$ cat src/enc_bus_pkg.sv
// ------------------------------------------------
// wishbone classic bus types and register map
// word addressed, 32 bit data, no burst and no
// err or rty signals
// ------------------------------------------------
`default_nettype none

package enc_bus_pkg;

   typedef logic [3:0]  wb_addr_t;   // word address
   typedef logic [31:0] wb_data_t;

   // master to slave, held until ack
   typedef struct packed {
      logic     cyc;
      logic     stb;
      logic     we;
      wb_addr_t adr;
      wb_data_t dat_w;
   } wb_req_t;

   // slave to master
   typedef struct packed {
      logic     ack;    // one cycle pulse
      wb_data_t dat_r;  // valid with ack only
   } wb_rsp_t;

   // ------------------------------------------------
   // register map
   // ------------------------------------------------
   localparam wb_addr_t reg_position = 4'd0;  // read, write preloads
   localparam wb_addr_t reg_period   = 4'd1;  // read only
   localparam wb_addr_t reg_status   = 4'd2;  // read, write 1 to bit1 clears error

   localparam int status_dir_bit = 0;
   localparam int status_err_bit = 1;

endpackage

`default_nettype wire

$ cat src/enc_types_pkg.sv
// ------------------------------------------------
// encoder side types shared by the decoder, the
// edge period counters and the period selector
// count_t is sized for the widest count, the active
// width is set per instance by COUNT_WIDTH (8 to 22)
// ------------------------------------------------
`default_nettype none

package enc_types_pkg;

   // ------------------------------------------------
   // widths with a meaning
   // ------------------------------------------------
   typedef logic [21:0]        count_t;     // clk_fast cycles between edges
   typedef logic signed [15:0] position_t;  // quarter steps, wraps silently
   typedef logic [1:0]         edge_id_t;   // which of the four edge kinds

   localparam edge_id_t a_up = 2'd0;
   localparam edge_id_t a_dn = 2'd1;
   localparam edge_id_t b_up = 2'd2;
   localparam edge_id_t b_dn = 2'd3;

   // one cycle strobes from the decoder
   typedef struct packed {
      logic a_up;
      logic a_dn;
      logic b_up;
      logic b_dn;
   } edge_strobe_t;

   // per edge kind measurement, 45 bits
   typedef struct packed {
      count_t latched;      // spacing of the last two edges minus one
      count_t running;      // cycles since the last edge, saturating
      logic   dir_changed;  // direction flipped since the last edge
   } edge_meas_t;

   // reported period word, 32 bits, msb first
   typedef struct packed {
      logic       is_latched;   // 1 when count is a latched spacing
      logic       dir;
      logic       dir_changed;
      edge_id_t   edge_id;
      logic [4:0] pad;          // always zero
      count_t     count;
   } period_word_t;

   // gray states of {b,a}, forward order 00 01 11 10
   typedef enum logic [1:0] {
      quad_00 = 2'b00,
      quad_01 = 2'b01,
      quad_11 = 2'b11,
      quad_10 = 2'b10
   } quad_state_t;

endpackage

`default_nettype wire
$ cat src/enc_velocity_top.sv
// ------------------------------------------------
// encoder speed measurement with a wishbone slave
// everything runs on clk_fast, a and b may be
// asynchronous to it
// a pin edge shows in a period read within 5 cycles
// ------------------------------------------------
`timescale 1ns/1ns
`default_nettype none

module enc_velocity_top #(
   parameter int COUNT_WIDTH = 22   // 8 to 22
) (
   input  wire                       clk_fast,
   input  wire                       reset,    // async, active low
   input  wire                       a,
   input  wire                       b,
   input  wire enc_bus_pkg::wb_req_t wb_req,
   output enc_bus_pkg::wb_rsp_t      wb_rsp
);

   enc_types_pkg::edge_strobe_t edges;
   enc_types_pkg::position_t    position;
   enc_types_pkg::position_t    preload_value;
   enc_types_pkg::edge_meas_t   a_up_meas, a_dn_meas, b_up_meas, b_dn_meas;
   enc_types_pkg::period_word_t period;
   logic dir, quad_error, preload, error_clear;

   enc_quad_decoder u_decoder (
      .clk_fast, .reset, .a, .b, .preload, .preload_value, .error_clear,
      .edges, .dir, .position, .quad_error
   );

   // one counter per edge kind
   enc_edge_period #(.COUNT_WIDTH(COUNT_WIDTH)) u_a_up (
      .clk_fast, .reset, .strobe(edges.a_up), .dir, .meas(a_up_meas));
   enc_edge_period #(.COUNT_WIDTH(COUNT_WIDTH)) u_a_dn (
      .clk_fast, .reset, .strobe(edges.a_dn), .dir, .meas(a_dn_meas));
   enc_edge_period #(.COUNT_WIDTH(COUNT_WIDTH)) u_b_up (
      .clk_fast, .reset, .strobe(edges.b_up), .dir, .meas(b_up_meas));
   enc_edge_period #(.COUNT_WIDTH(COUNT_WIDTH)) u_b_dn (
      .clk_fast, .reset, .strobe(edges.b_dn), .dir, .meas(b_dn_meas));

   enc_period_select #(.COUNT_WIDTH(COUNT_WIDTH)) u_select (
      .clk_fast, .reset, .edges, .dir,
      .a_up_meas, .a_dn_meas, .b_up_meas, .b_dn_meas, .period
   );

   enc_wb_regs u_regs (
      .clk_fast, .reset, .wb_req, .position, .period, .dir, .quad_error,
      .wb_rsp, .preload, .preload_value, .error_clear
   );

endmodule

`default_nettype wire

$ cat src/enc_wb_regs.sv
// ------------------------------------------------
// wishbone classic register slave
// ack one cycle after cyc and stb are first seen
// master must hold its request until ack
// writes to read only or unmapped words are acked
// and dropped, unmapped reads give zero
// ------------------------------------------------
`timescale 1ns/1ns
`default_nettype none

module enc_wb_regs (
   input  wire                         clk_fast,
   input  wire                         reset,       // async, active low
   input  wire enc_bus_pkg::wb_req_t   wb_req,
   input  wire enc_types_pkg::position_t position,
   input  wire enc_types_pkg::period_word_t period,
   input  wire                         dir,
   input  wire                         quad_error,
   output enc_bus_pkg::wb_rsp_t        wb_rsp,
   output logic                        preload,     // one cycle
   output enc_types_pkg::position_t    preload_value,
   output logic                        error_clear  // one cycle
);

   logic                  take;    // request seen and not yet acked
   logic                  ack;     // one cycle pulse
   enc_bus_pkg::wb_data_t dat_r;   // read data, valid with ack

   assign take   = wb_req.cyc & wb_req.stb & ~ack;
   assign wb_rsp = {ack, dat_r};

   // ------------------------------------------------
   // ack and write strobes
   // ------------------------------------------------
   always_ff @(posedge clk_fast or negedge reset) begin
      if (!reset) begin
         ack         <= 1'b0;
         preload     <= 1'b0;
         error_clear <= 1'b0;
      end else begin
         ack         <= take;
         preload     <= take & wb_req.we & (wb_req.adr == enc_bus_pkg::reg_position);
         error_clear <= take & wb_req.we & (wb_req.adr == enc_bus_pkg::reg_status)
                        & wb_req.dat_w[enc_bus_pkg::status_err_bit];
      end
   end

   // ------------------------------------------------
   // read data and preload value
   // ------------------------------------------------
   always_ff @(posedge clk_fast) begin
      if (take) begin
         preload_value <= enc_types_pkg::position_t'(wb_req.dat_w[15:0]);
         case (wb_req.adr)
            enc_bus_pkg::reg_position:
               dat_r <= {{16{position[15]}}, position};  // sign extended
            enc_bus_pkg::reg_period:
               dat_r <= period;
            enc_bus_pkg::reg_status: begin
               dat_r <= '0;
               dat_r[enc_bus_pkg::status_dir_bit] <= dir;
               dat_r[enc_bus_pkg::status_err_bit] <= quad_error;
            end
            default:
               dat_r <= '0;
         endcase
      end
   end

   // master keeps its request up for the whole ack cycle
   a_ack_in_cycle: assert property (@(posedge clk_fast) disable iff (!reset)
      ack |-> (wb_req.cyc && wb_req.stb))
      else $error("ack outside an active bus cycle");

endmodule

`default_nettype wire

$ cat src/enc_period_select.sv
// ------------------------------------------------
// picks the reported period word from the four
// edge measurements
// reports the larger of the latest edge's latched
// count and the next expected edge's running count
// word stays zero until the first edge after reset
// output lags its inputs by one cycle
// ------------------------------------------------
`timescale 1ns/1ns
`default_nettype none

module enc_period_select #(
   parameter int COUNT_WIDTH = 22
) (
   input  wire                         clk_fast,
   input  wire                         reset,    // async, active low
   input  wire enc_types_pkg::edge_strobe_t edges,
   input  wire                         dir,
   input  wire enc_types_pkg::edge_meas_t  a_up_meas,
   input  wire enc_types_pkg::edge_meas_t  a_dn_meas,
   input  wire enc_types_pkg::edge_meas_t  b_up_meas,
   input  wire enc_types_pkg::edge_meas_t  b_dn_meas,
   output enc_types_pkg::period_word_t     period
);

   localparam enc_types_pkg::count_t OVERFLOW =
      enc_types_pkg::count_t'({COUNT_WIDTH{1'b1}});

   enc_types_pkg::edge_meas_t meas_arr [4];   // indexed by edge id
   enc_types_pkg::edge_id_t   last_id;        // most recent strobed edge
   enc_types_pkg::edge_id_t   next_id;        // edge expected next
   enc_types_pkg::edge_meas_t last_meas;
   enc_types_pkg::edge_meas_t next_meas;
   logic                      seen;           // any edge since reset

   assign meas_arr[enc_types_pkg::a_up] = a_up_meas;
   assign meas_arr[enc_types_pkg::a_dn] = a_dn_meas;
   assign meas_arr[enc_types_pkg::b_up] = b_up_meas;
   assign meas_arr[enc_types_pkg::b_dn] = b_dn_meas;

   // dir 0 cycle is a_up b_up a_dn b_dn, dir 1 runs it backwards
   always_comb begin
      case (last_id)
         enc_types_pkg::a_up: next_id = dir ? enc_types_pkg::b_dn : enc_types_pkg::b_up;
         enc_types_pkg::b_up: next_id = dir ? enc_types_pkg::a_up : enc_types_pkg::a_dn;
         enc_types_pkg::a_dn: next_id = dir ? enc_types_pkg::b_up : enc_types_pkg::b_dn;
         default:             next_id = dir ? enc_types_pkg::a_dn : enc_types_pkg::a_up;
      endcase
      last_meas = meas_arr[last_id];
      next_meas = meas_arr[next_id];
   end

   // ------------------------------------------------
   // latest edge tracking
   // ------------------------------------------------
   always_ff @(posedge clk_fast or negedge reset) begin
      if (!reset) begin
         last_id <= enc_types_pkg::a_up;
         seen    <= 1'b0;
      end else begin
         if (edges != '0)
            seen <= 1'b1;
         // fixed priority, two strobes only come with a decode error
         if (edges.a_up)      last_id <= enc_types_pkg::a_up;
         else if (edges.b_up) last_id <= enc_types_pkg::b_up;
         else if (edges.a_dn) last_id <= enc_types_pkg::a_dn;
         else if (edges.b_dn) last_id <= enc_types_pkg::b_dn;
      end
   end

   // ------------------------------------------------
   // period word
   // ------------------------------------------------
   always_ff @(posedge clk_fast or negedge reset) begin
      if (!reset) begin
         period <= '0;
      end else if (seen) begin
         period.dir <= dir;
         period.pad <= '0;
         if (next_meas.running >= last_meas.latched) begin
            // slow or stopped, the pending edge is already late
            period.is_latched  <= 1'b0;
            period.dir_changed <= next_meas.dir_changed;
            period.edge_id     <= next_id;
            period.count       <= next_meas.running;
         end else begin
            period.is_latched  <= 1'b1;
            period.dir_changed <= last_meas.dir_changed;
            period.edge_id     <= last_id;
            period.count       <= last_meas.latched;
         end
      end
   end

   // counters feeding this block never report past overflow
   a_count_range: assert property (@(posedge clk_fast) disable iff (!reset)
      period.count <= OVERFLOW)
      else $error("period count above overflow");

endmodule

`default_nettype wire

$ cat src/enc_edge_period.sv
// ------------------------------------------------
// period counter for one edge kind
// counts clk_fast cycles between two strobes and
// saturates at all ones in COUNT_WIDTH bits
// a direction change forces the count to overflow
// until the next strobe of this kind
// ------------------------------------------------
`timescale 1ns/1ns
`default_nettype none

module enc_edge_period #(
   parameter int COUNT_WIDTH = 22   // 8 to 22
) (
   input  wire                       clk_fast,
   input  wire                       reset,    // async, active low
   input  wire                       strobe,   // this edge kind, one cycle
   input  wire                       dir,
   output enc_types_pkg::edge_meas_t meas
);

   localparam enc_types_pkg::count_t OVERFLOW =
      enc_types_pkg::count_t'({COUNT_WIDTH{1'b1}});

   logic dir_r;   // dir one cycle back

   always_ff @(posedge clk_fast or negedge reset) begin
      if (!reset) begin
         dir_r            <= 1'b0;
         meas.latched     <= '0;
         meas.running     <= '0;
         meas.dir_changed <= 1'b0;
      end else begin
         dir_r <= dir;
         if (strobe) begin
            // latched ends up as edge spacing minus one
            meas.latched     <= meas.running;
            meas.running     <= '0;
            meas.dir_changed <= 1'b0;
         end else if (dir != dir_r) begin
            meas.running     <= OVERFLOW;   // reads as standstill
            meas.dir_changed <= 1'b1;
         end else if (meas.running != OVERFLOW) begin
            meas.running <= meas.running + enc_types_pkg::count_t'(1);
         end
      end
   end

   // saturation holds even across strobes and reversals
   a_running_max: assert property (@(posedge clk_fast) disable iff (!reset)
      meas.running <= OVERFLOW)
      else $error("running count above overflow");

endmodule

`default_nettype wire

$ cat src/enc_quad_decoder.sv
// ------------------------------------------------
// quadrature decoder for asynchronous a and b lines
// two flop synchronizer, then compare with the
// previous state, so outputs lag the pins by 3 cycles
// no glitch filter, a pin held at 1 through reset
// gives one step right after reset
// ------------------------------------------------
`timescale 1ns/1ns
`default_nettype none

module enc_quad_decoder (
   input  wire                       clk_fast,
   input  wire                       reset,          // async, active low
   input  wire                       a,
   input  wire                       b,
   input  wire                       preload,        // one cycle strobe
   input  wire enc_types_pkg::position_t preload_value,
   input  wire                       error_clear,    // one cycle strobe
   output enc_types_pkg::edge_strobe_t edges,
   output logic                      dir,            // 0 when a leads b
   output enc_types_pkg::position_t  position,
   output logic                      quad_error      // sticky
);

   logic [1:0] a_sync;   // [1] is the synchronized copy
   logic [1:0] b_sync;
   enc_types_pkg::quad_state_t cur_state;
   enc_types_pkg::quad_state_t prev_state;
   logic a_chg, b_chg;
   logic jump;        // both lines moved at once
   logic step_fwd;    // single step in the a-leads-b order

   // next state when moving forward
   function automatic enc_types_pkg::quad_state_t fwd_next(
      input enc_types_pkg::quad_state_t s);
      case (s)
         enc_types_pkg::quad_00: fwd_next = enc_types_pkg::quad_01;  // a rises
         enc_types_pkg::quad_01: fwd_next = enc_types_pkg::quad_11;  // b rises
         enc_types_pkg::quad_11: fwd_next = enc_types_pkg::quad_10;  // a falls
         default:                fwd_next = enc_types_pkg::quad_00;  // b falls
      endcase
   endfunction

   always_comb begin
      cur_state = enc_types_pkg::quad_state_t'({b_sync[1], a_sync[1]});
      a_chg     = a_sync[1] ^ prev_state[0];
      b_chg     = b_sync[1] ^ prev_state[1];
      jump      = a_chg & b_chg;
      step_fwd  = (fwd_next(prev_state) == cur_state);
   end

   always_ff @(posedge clk_fast or negedge reset) begin
      if (!reset) begin
         a_sync     <= 2'b00;
         b_sync     <= 2'b00;
         prev_state <= enc_types_pkg::quad_00;
         edges      <= '0;
         dir        <= 1'b0;
         position   <= '0;
         quad_error <= 1'b0;
      end else begin
         a_sync     <= {a_sync[0], a};
         b_sync     <= {b_sync[0], b};
         prev_state <= cur_state;

         // one strobe per line that moved, both on a jump
         edges.a_up <= a_chg &  a_sync[1];
         edges.a_dn <= a_chg & ~a_sync[1];
         edges.b_up <= b_chg &  b_sync[1];
         edges.b_dn <= b_chg & ~b_sync[1];

         if (preload) begin
            position <= preload_value;   // preload wins over a step
         end else if ((a_chg ^ b_chg) && step_fwd) begin
            position <= position + 16'sd1;
         end else if (a_chg ^ b_chg) begin
            position <= position - 16'sd1;
         end

         if (a_chg ^ b_chg)
            dir <= ~step_fwd;

         if (jump)
            quad_error <= 1'b1;          // set beats clear
         else if (error_clear)
            quad_error <= 1'b0;
      end
   end

   // two strobes in one cycle only come from an illegal jump
   a_single_strobe: assert property (@(posedge clk_fast) disable iff (!reset)
      !$onehot0(edges) |-> quad_error)
      else $error("several edge strobes without quad_error");

endmodule

`default_nettype wire

$ cat config.mk
export PLATFORM = sky130hd
export DESIGN_NAME = enc_velocity_top
export DESIGN_NICKNAME = d
export VERILOG_FILES = /design/src/enc_bus_pkg.sv /design/src/enc_types_pkg.sv /design/src/enc_velocity_top.sv /design/src/enc_wb_regs.sv /design/src/enc_period_select.sv /design/src/enc_edge_period.sv /design/src/enc_quad_decoder.sv
export SDC_FILE = /design/constraint.sdc
export NUM_CORES = 1
export LEC_CHECK = 0
export ABC_AREA = 0
export BUFFER_PORTS_ARGS = -buffer_cell sky130_fd_sc_hd__buf_2
export CAP_MARGIN = 25
export CELL_PAD_IN_SITES_DETAIL_PLACEMENT = 1
export CELL_PAD_IN_SITES_GLOBAL_PLACEMENT = 1
export CORE_UTILIZATION = 54
export CTS_CLUSTER_DIAMETER = 60
export DETAILED_ROUTE_END_ITERATION = 6
export PLACE_DENSITY = 0.86
export SYNTH_ARGS = -nofsm -noshare
export SYNTH_HDL_FRONTEND = slang
export SYNTH_HIERARCHICAL = 1
export SYNTH_SLANG_ARGS = --single-unit
$ cat constraint.sdc
create_clock -name clk_fast -period 5.5 [get_ports clk_fast]
set_input_delay 1.1 -clock clk_fast [delete_from_list [all_inputs] [get_ports clk_fast]]
set_output_delay 1.1 -clock clk_fast [all_outputs]
set_load 0.05 [all_outputs]
==> results of run 1 <==
-- registers in the layout (all words and copies together), names as in the netlist, 2 cells and up --
name	flops
u_a_dn/meas	45
u_a_up/meas	45
u_b_dn/meas	45
u_b_up/meas	45
u_regs/dat_r	32
u_select/period	27
u_decoder/position	16
u_regs/preload_value	16
u_decoder/edges	4
u_decoder/a_sync	2
u_decoder/b_sync	2
u_decoder/prev_state	2
u_select/last_id	2
-- area by class of cell --
cell class                      instances  share of cell area (%)
Inverter                               27                  0.5915
Sequential cell                       293                   44.22
Timing Repair Buffer                   77                   2.643
Tap cell                              378                   2.760
Clock buffer                           55                   6.032
Clock inverter                          7                  0.2337
Multi-Input combinational cell        966                   43.52
-- worst max-delay path, delay by kind of cell (launching register included) --
kind                     cells  cell delay [ns]
adder cells (fa/ha/maj)      3             1.61
AND/OR/NAND/NOR              2             1.01
AO/OA/AOI/OAI                4             0.94
flip-flops                   1             0.41
XOR/XNOR                     1             0.19
buffers and inverters        2             0.10
-- power by group --
group	total (mW)	internal, mW	switching, mW	leakage (nW)
registers	4.12	3.04	1.08	3.32
clock network	2.18	1.29	0.891	0.525
logic	4.14	1.85	2.29	3.15
-- metrics by stage --
| stage | power [mW] | util [%] | hold slack, ns | worst slack (ns) | cells |
|---|---|---|---|---|---|
| floorplan | 6.776 | - | 0.3312 | 1.771 | 1372 |
| CTS | 10.37 | 61.00 | 0.3490 | 1.131 | 1803 |
| global placement | 7.716 | 57.18 | 0.3337 | 1.228 | 1741 |
| finish | 10.44 | 61.00 | 0.3506 | 1.092 | 1803 |
| global route | 11.00 | 61.00 | 0.3711 | 0.8768 | 1803 |
| detailed placement | 8.052 | 57.18 | 0.3364 | 1.156 | 1741 |
-- synthesized netlist by cell type (7+ instances only) --
library cell,instances
dfrtp_1,245
o31ai_1,20
nor2_1,56
o21ai_0,67
mux4_2,25
buf_6,12
xnor2_1,31
and3_1,27
a21oi_2,11
a22oi_1,8
clkbuf_1,34
edfxtp_1,48
a22o_1,13
nand3_1,38
nand3_2,8
o311a_1,7
mux2i_1,30
xor2_1,41
or4_1,18
inv_1,27
mux2_2,111
nand4_1,29
a21oi_1,72
nor3_1,12
nand2_1,107
buf_2,23
or3_1,25
a211oi_1,11
a31oi_1,43
ha_1,46
-- metal layers --
metal / part of all wire [%] / vias to the layer above / GRT usage (%)
met5: 0 / - / 0
met4: 2.4 / 0 / 9.388
met3: 6.1 / 86 / 5.196
met2: 49 / 446 / 52.98
met1: 42 / 6099 / 41.97
li1: - / 5146 / -
-- logic make-up after synthesis --
logic type,count (synthesis)
AND/OR/NAND/NOR,375
AO/OA/AOI/OAI,299
flip-flops,293
other,1
adder cells (fa/ha/maj),47
buffers and inverters,113
multiplexers,166
XOR/XNOR,74
-- path summary, 6_finish.rpt --
| path | from | to | slack [ns] | depth (start not counted) |
|---|---|---|---|---|
| max | u_decoder/a_sync[1] | u_decoder/position[12] | 1.09 | 12 |
| max in group asynchronous | reset | u_a_dn/meas[8] | 3.60 | 2 |
| min in group asynchronous | reset | u_regs/ack | 0.65 | 1 |
| min reg2reg | u_decoder/b_sync[0] | u_decoder/b_sync[1] | 0.35 | 0 |
| max reg2reg | u_decoder/a_sync[1] | u_decoder/position[12] | 1.09 | 12 |
| min | u_decoder/b_sync[0] | u_decoder/b_sync[1] | 0.35 | 0 |
==> qor_table.md, run 1 <==
| Step | Item | Value |
| --- | --- | --- |
| run status | Outcome | finished clean |
| synth | Number of synthesized flops with an enable pin | 48 |
| clock network | CTS Root Cell | clkbuf_16 |
| route | Vias per cell | 6.532 |
| power and ir drop | Leakage component of the power | 6.992 nW |
| synth | FFs w/ async S/R, synth | 83.62% |
| synth | Post-Synthesis Mean Instance Area | 11.41 um^2 |
| timing | Post-route clock period utilization | 80.14% |
| placement | Routability cong. | 0.9249 |
| die | Number of top-level design ports | 76 |
| clock network | Number of post-CTS setup repair buffers | 0 |
| die | # rows | 61 |
| placement | I/O Buffers | 59 |
| synth | Share of the yosys chip area belonging to registers | 48.51% |
| worst setup path | Critical Path Start Type | flop |
| worst setup path | Maximum fanout count along the critical path | 17 |
| finish | Leading cell type in the layout, fill and taps excluded | dfrtp_1 |
| worst setup path | Ordered list of cells on the worst path | inv_1 > ha_1 > inv_1 > ha_1 > nand3_1 > ha_1 > nor2b_4 > o21ba_1 > o31a_1 > a311oi_2 > xor2_1 > o21ai_1 |
| die | Area of the core region | 28090 um^2 |
| finish | Inserted Diodes | 0 |
| finish | Commonest cells after routing, fill and taps aside | dfrtp_1, mux2_2, nand2_1 |
| route | Total length of routed wires | 45080 um |
| power and ir drop | Areal power density over the cells | 609.3 nW/um^2 |
| worst setup path | Endpoint kind of the worst setup timing path | flop |
| synth | Synthesis-stage register bit count | 293 |
| finish | Area of the multi-input gates | 7456 um^2 |
| grt | Total routing usage reported by global routing | 31.54% |
| synth | Most used flip-flop cell after synthesis | dfrtp_1 |
| route | Via count | 11780 |
| synth | Cell count after synthesis | 1368 |
| worst setup path | Type of the setup path with the least slack | flop to flop |
| worst hold path | Worst Hold Class | flop to flop |
| route | Count of nets left with antenna violations after detail routing | 0 |
| worst setup path | Delay contributed by the slowest stage of the critical path | 0.85 ns |
| finish | Area used by sequential logic in the layout | 7577 um^2 |
| placement | Placement-stage cell area | 16060 um^2 |
| clock network | TritonCTS sink count | 293 |
| synth | Cells taking the most area after synthesis | dfrtp_1, edfxtp_1, mux2_2, ha_1, mux4_2 |
| power and ir drop | Largest vdd supply drop | 344.2 uV |
| finish | Number of nets at the end of the flow | 1489 |
| clock network | Clock tree from TritonCTS | yes |
| synth | Cell type with the highest aggregate area in the netlist | dfrtp_1 |
| run | Total of max-cap violations | 0 |
| clock network | Max H-tree Level | 2 |
| synth | Yosys cell types | 79 |
| worst setup path | Critical-path top delay cell | nand3_1 |
| synth | Area share of and/or/nand/nor cells after synthesis | 13.37% |
| grt | Vias in the first global route | 12350 |
| timing | Setup tns final | 0 ns |
| worst setup path | Required time at the endpoint of the critical path | 5.87 ns |
| grt | Wire length of the first global-routing pass | 71540 um |
| worst setup path | Most Frequent Cell on Critical Path | ha_1 |
| synth | Synthesized-area fraction occupied by xor and xnor cells | 4.392% |
| timing | Normalized max-slew margin | 31.90% |
| placement | Half-perimeter wire length after detailed placement | 29870 um |
| timing | Worst slew pin tran | 1.018 ns |
| synth | Area share of the leading cell type in the synthesized netlist | 39.27% |
| grt | Number of antenna violations at the first check in global routing | 0 |
| synth | Fraction of the mapped netlist area in adder cells | 3.815% |
| synth | Ys Warns | 6 |
| route | Detailed-route DRC error count | 0 |
| finish | Area growth from synthesis to final layout | 9.754% |
| clock network | Total clock buffers created by CTS | 34 |
| finish | Final non-filler cell area | 17130 um^2 |
| route | Avg WL per Cell | 25.00 um |
| route | First-pass iteration count of the detailed router | 5 |
| timing | RSZ-0062 raised after global routing | no |
| grt | Maximum number of pins on one net before global-route repair | 124 |
| grt | Global route overflow | 0 |
| die | Die span in x | 172.0 um |
| clock network | Post-CTS sizing | 0 |
| timing | Hold Violations, Final | 0 |
| timing | Layout Skew | 0.01351 ns |
| finish | Layout fillers | 2926 |
| synth | Share of the synthesized area in compound gates (AO/OA/AOI/OAI) | 12.42% |
| worst setup path | Worst EP arrival | 4.78 ns |
| route | Initial drt markers | 1014 |
| die | Die Footprint | 29590 um^2 |
| timing | Peak Freq | 226.9 MHz |
| finish | Layout cells sized above 1 | 21.47% |
| die | Starting Density | 55.58% |
| clock network | Clock Tree Buf Depth | 3 |
| synth | Main combinational cell family by area after synthesis | multiplexers |
| clock network | Clock transition time at the flip-flop clock pins of the worst setup and hold paths | 0.06 ns |
| synth | Synthesized cell area | 15610 um^2 |
| timing | Tmin final | 4.408 ns |
| timing | Count of final max-slew check failures | 0 |
| clock network | CTS hold repair buffers | 0 |
| clock network | Clk_lat worst skew | 0.51 ns |
| timing | Final setup violation count | 0 |
| die | Die span in y | 172.0 um |
| synth | Multiplexer share of the synthesized area | 13.54% |
No activity file was read; power rests on OpenSTA's default activity.
==> run 2, diff against run 1 <==
CORE_UTILIZATION = 46   (was 54)
PLACE_DENSITY = 0.78   (was 0.86)
clock period = 4 ns   (was 5.5 ns; I/O delays follow)
==> qor_table.md, run 2 (synthesis results as in run 1) <==
| Step | Item | Value | vs previous |
| --- | --- | --- | --- |
| timing | Count of final max-slew check failures | 0 | unchanged |
| die | Die span in x | 186.2 um | +8.2% |
| worst setup path | WP buf/inv | 2 | unchanged |
| power and ir drop | Largest vdd supply drop | 347.0 uV | +0.81% |
| clock network | TritonCTS sink count | 293 | unchanged |
| finish | Leading cell type in the layout, fill and taps excluded | dfrtp_1 |  |
| placement | I/O Buffers | 59 | unchanged |
| timing | RSZ-0062 raised after global routing | no |  |
| clock network | Max H-tree Level | 2 | unchanged |
| die | Number of top-level design ports | 76 | unchanged |
| run | Total of max-cap violations | 0 | unchanged |
| worst setup path | First element of the critical path | u_select/last_id[1] |  |
| timing | Peak Freq | 266.4 MHz | +17% |
| die | # rows | 67 | +9.8% |
| worst setup path | Cell class contributing the biggest share of worst-path delay | compound AO/OA/AOI/OAI gates |  |
| worst setup path | Endpoint kind of the worst setup timing path | flop |  |
| worst setup path | Ordered list of cells on the worst path | xor2_4 > xnor2_4 > buf_12 > mux4_2 > ha_1 > a41oi_1 > nor3_1 > o311a_1 > buf_4 > or3_1 > a31o_1 |  |
| power and ir drop | Leakage component of the power | 7.160 nW | +2.4% |
| timing | Minimum hold slack | 0.3446 ns | -0.005946 ns |
| worst setup path | Type of the setup path with the least slack | flop to flop |  |
| clock network | Number of post-CTS setup repair buffers | 0 | unchanged |
| finish | Number of nets at the end of the flow | 1512 | +1.5% |
| run status | Outcome | finished clean |  |
| route | Count of nets left with antenna violations after detail routing | 0 | unchanged |
| worst setup path | Maximum fanout count along the critical path | 29 | +12 |
| clock network | Clock transition time at the flip-flop clock pins of the worst setup and hold paths | 0.06 ns | about the same |
| timing | Tmin final | 3.753 ns | -0.6547 ns |
| route | Total length of routed wires | 43210 um | -4.2% |
| timing | Final setup violation count | 0 | unchanged |
| timing | Normalized max-slew margin | 28.57% | -3.3 points |
| clock network | Total clock buffers created by CTS | 35 | +2.9% |
| grt | Wire length of the first global-routing pass | 69140 um | -3.3% |
| worst setup path | Delay contributed by the slowest stage of the critical path | 0.57 ns | -0.28 ns |
| placement | Half-perimeter wire length after detailed placement | 30150 um | +0.94% |
| worst setup path | Required time at the endpoint of the critical path | 4.40 ns | -1.47 ns |
| route | First-pass iteration count of the detailed router | 5 | unchanged |
| clock network | CTS hold repair buffers | 0 | unchanged |
| worst setup path | Worst EP arrival | 4.15 ns | -0.63 ns |
| finish | Core Util, Final | 52.41% | -8.6 points |
| power and ir drop | Areal power density over the cells | 824.9 nW/um^2 | +35% |
| timing | Post-route clock period utilization | 93.83% | +14 points |
| worst hold path | Worst Hold Class | input port to async pin |  |
| die | Area of the core region | 33450 um^2 | +19% |
| clock network | Clk_lat worst skew | 0.51 ns | about the same |
| grt | Vias in the first global route | 12230 | -0.93% |
| finish | Area growth from synthesis to final layout | 12.29% |  |
| grt | Global route overflow | 0 | unchanged |
| worst setup path | Critical Path Start Type | flop |  |
| worst setup path | Cell depth of the worst setup path | 11 | -1 |
| timing | Layout Skew | 0.01131 ns | -0.002198 ns |
| die | Starting Density | 46.67% | -8.9 points |
| timing | Setup tns final | 0 ns | unchanged |
| die | Die Footprint | 34680 um^2 | +17% |
| worst setup path | Critical-path top delay cell | mux4_2 |  |
| finish | Inserted Diodes | 0 | unchanged |
| clock network | Clock Tree Buf Depth | 3 | unchanged |
| finish | Layout cells sized above 1 | 23.37% | +1.9 points |
| route | Detailed-route DRC error count | 0 | unchanged |
| worst setup path | Setup slack of the most critical reg-to-reg path | 0.25 ns | -0.85 ns |
| worst setup path | Depth of the most critical reg-to-reg path | 11 | -1 |
| finish | Commonest cells after routing, fill and taps aside | dfrtp_1, mux2_2, nand2_1 |  |
| worst setup path | Endpoint of the worst register-to-register path | u_select/period[28] |  |
| die | Die span in y | 186.2 um | +8.2% |
| route | Vias per cell | 6.066 | -7.1% |
| route | Avg WL per Cell | 22.81 um | -8.8% |
| placement | Routability cong. | 0.8877 | -4.0% |
| timing | Hold Violations, Final | 0 | unchanged |
| worst setup path | Source of the worst register-to-register timing path | u_select/last_id[1] |  |
| route | Via count | 11490 | -2.4% |
| grt | Number of antenna violations at the first check in global routing | 0 | unchanged |
| clock network | Clock tree from TritonCTS | yes |  |
| route | Initial drt markers | 736 | -27% |
| grt | Maximum number of pins on one net before global-route repair | 102 | -18% |
| timing | Worst slew pin tran | 1.064 ns | +0.04551 ns |
| worst setup path | End of the critical path | u_select/period[28] |  |
| grt | Total routing usage reported by global routing | 25.85% | -5.7 points |
| clock network | CTS Root Cell | clkbuf_16 |  |
-- run 2: cell count changes in the layout (fill, tap and decap cells not counted), moves of 3 or more --
cell      before  now
buf_12         1    6
dfrtp_1      243  240
buf_4         17   33
clkbuf_1      14    8
dfrtp_2        1    4
clkinv_2       3    6
clkbuf_8       4    7
-- run 2: routing by layer --
metal | routed length [um] | GRT usage (%) | part of all wire (%) | vias up
met1 | 19050 | 34.82 | 44 | 5930
met5 | 0 | 0 | 0 | -
li1 | - | - | - | 5186
met3 | 2007 | 3.310 | 4.6 | 72
met2 | 21100 | 43.39 | 49 | 301
met4 | 1051 | 8.033 | 2.4 | 0
-- run 2: worst min-delay path by stage --
stage	startpoint	to	slack, ns	cells past startpoint
3_5_place_dp	u_decoder/a_sync[0]	u_decoder/a_sync[1]	0.34	0
5_1_grt	u_decoder/a_sync[0]	u_decoder/a_sync[1]	0.38	0
4_1_cts	u_decoder/a_sync[0]	u_decoder/a_sync[1]	0.36	0
3_3_place_gp	u_decoder/b_sync[0]	u_decoder/b_sync[1]	0.33	0
6_report	reset	u_select/period[14]	0.34	1
2_1_floorplan	u_decoder/a_sync[0]	u_decoder/a_sync[1]	0.33	0
-- run 2: power by group --
group	total, mW	internal [mW]	switching (mW)
combinational	5.87	2.71	3.16
sequential	5.47	4.19	1.29
clock	3.12	1.88	1.24
-- run 2: cell type report --
class	instances	area (um^2)
Clock inverter	9	72.57
Clock buffer	52	1052
Multi-Input combinational cell	966	7461
Timing Repair Buffer	99	700.7
Fill cell	3520	15920
Tap cell	448	560.5
Inverter	27	101.3
Sequential cell	293	7581
-- run 2: per-stage QoR --
step	cell area (um^2)	worst slack [ns]	std cells	total power, mW
finish	17530	0.2469	1894	14.46
global route	17530	0.06614	1894	15.37
detailed placement	16380	0.2366	1832	11.23
floorplan	15630	0.2954	1372	9.317
CTS	17500	0.2084	1893	14.47
global placement	16350	0.3209	1831	10.85
-- run 2: worst register-to-register path: stages, from the launching register on --
cell,delay [ns]
dfrtp_4,0.51
xor2_4,0.21
xnor2_4,0.26
buf_12,0.26
mux4_2,0.58
ha_1,0.34
a41oi_1,0.23
nor3_1,0.10
o311a_1,0.36
buf_4,0.22
or3_1,0.37
a31o_1,0.21
-- run 2: repair_timing --
item / CTS / global route
endpoints found under the hold margin: 0 / 0
endpoints found under the setup margin: 0 / 4
gates resized for setup: 0 / 1
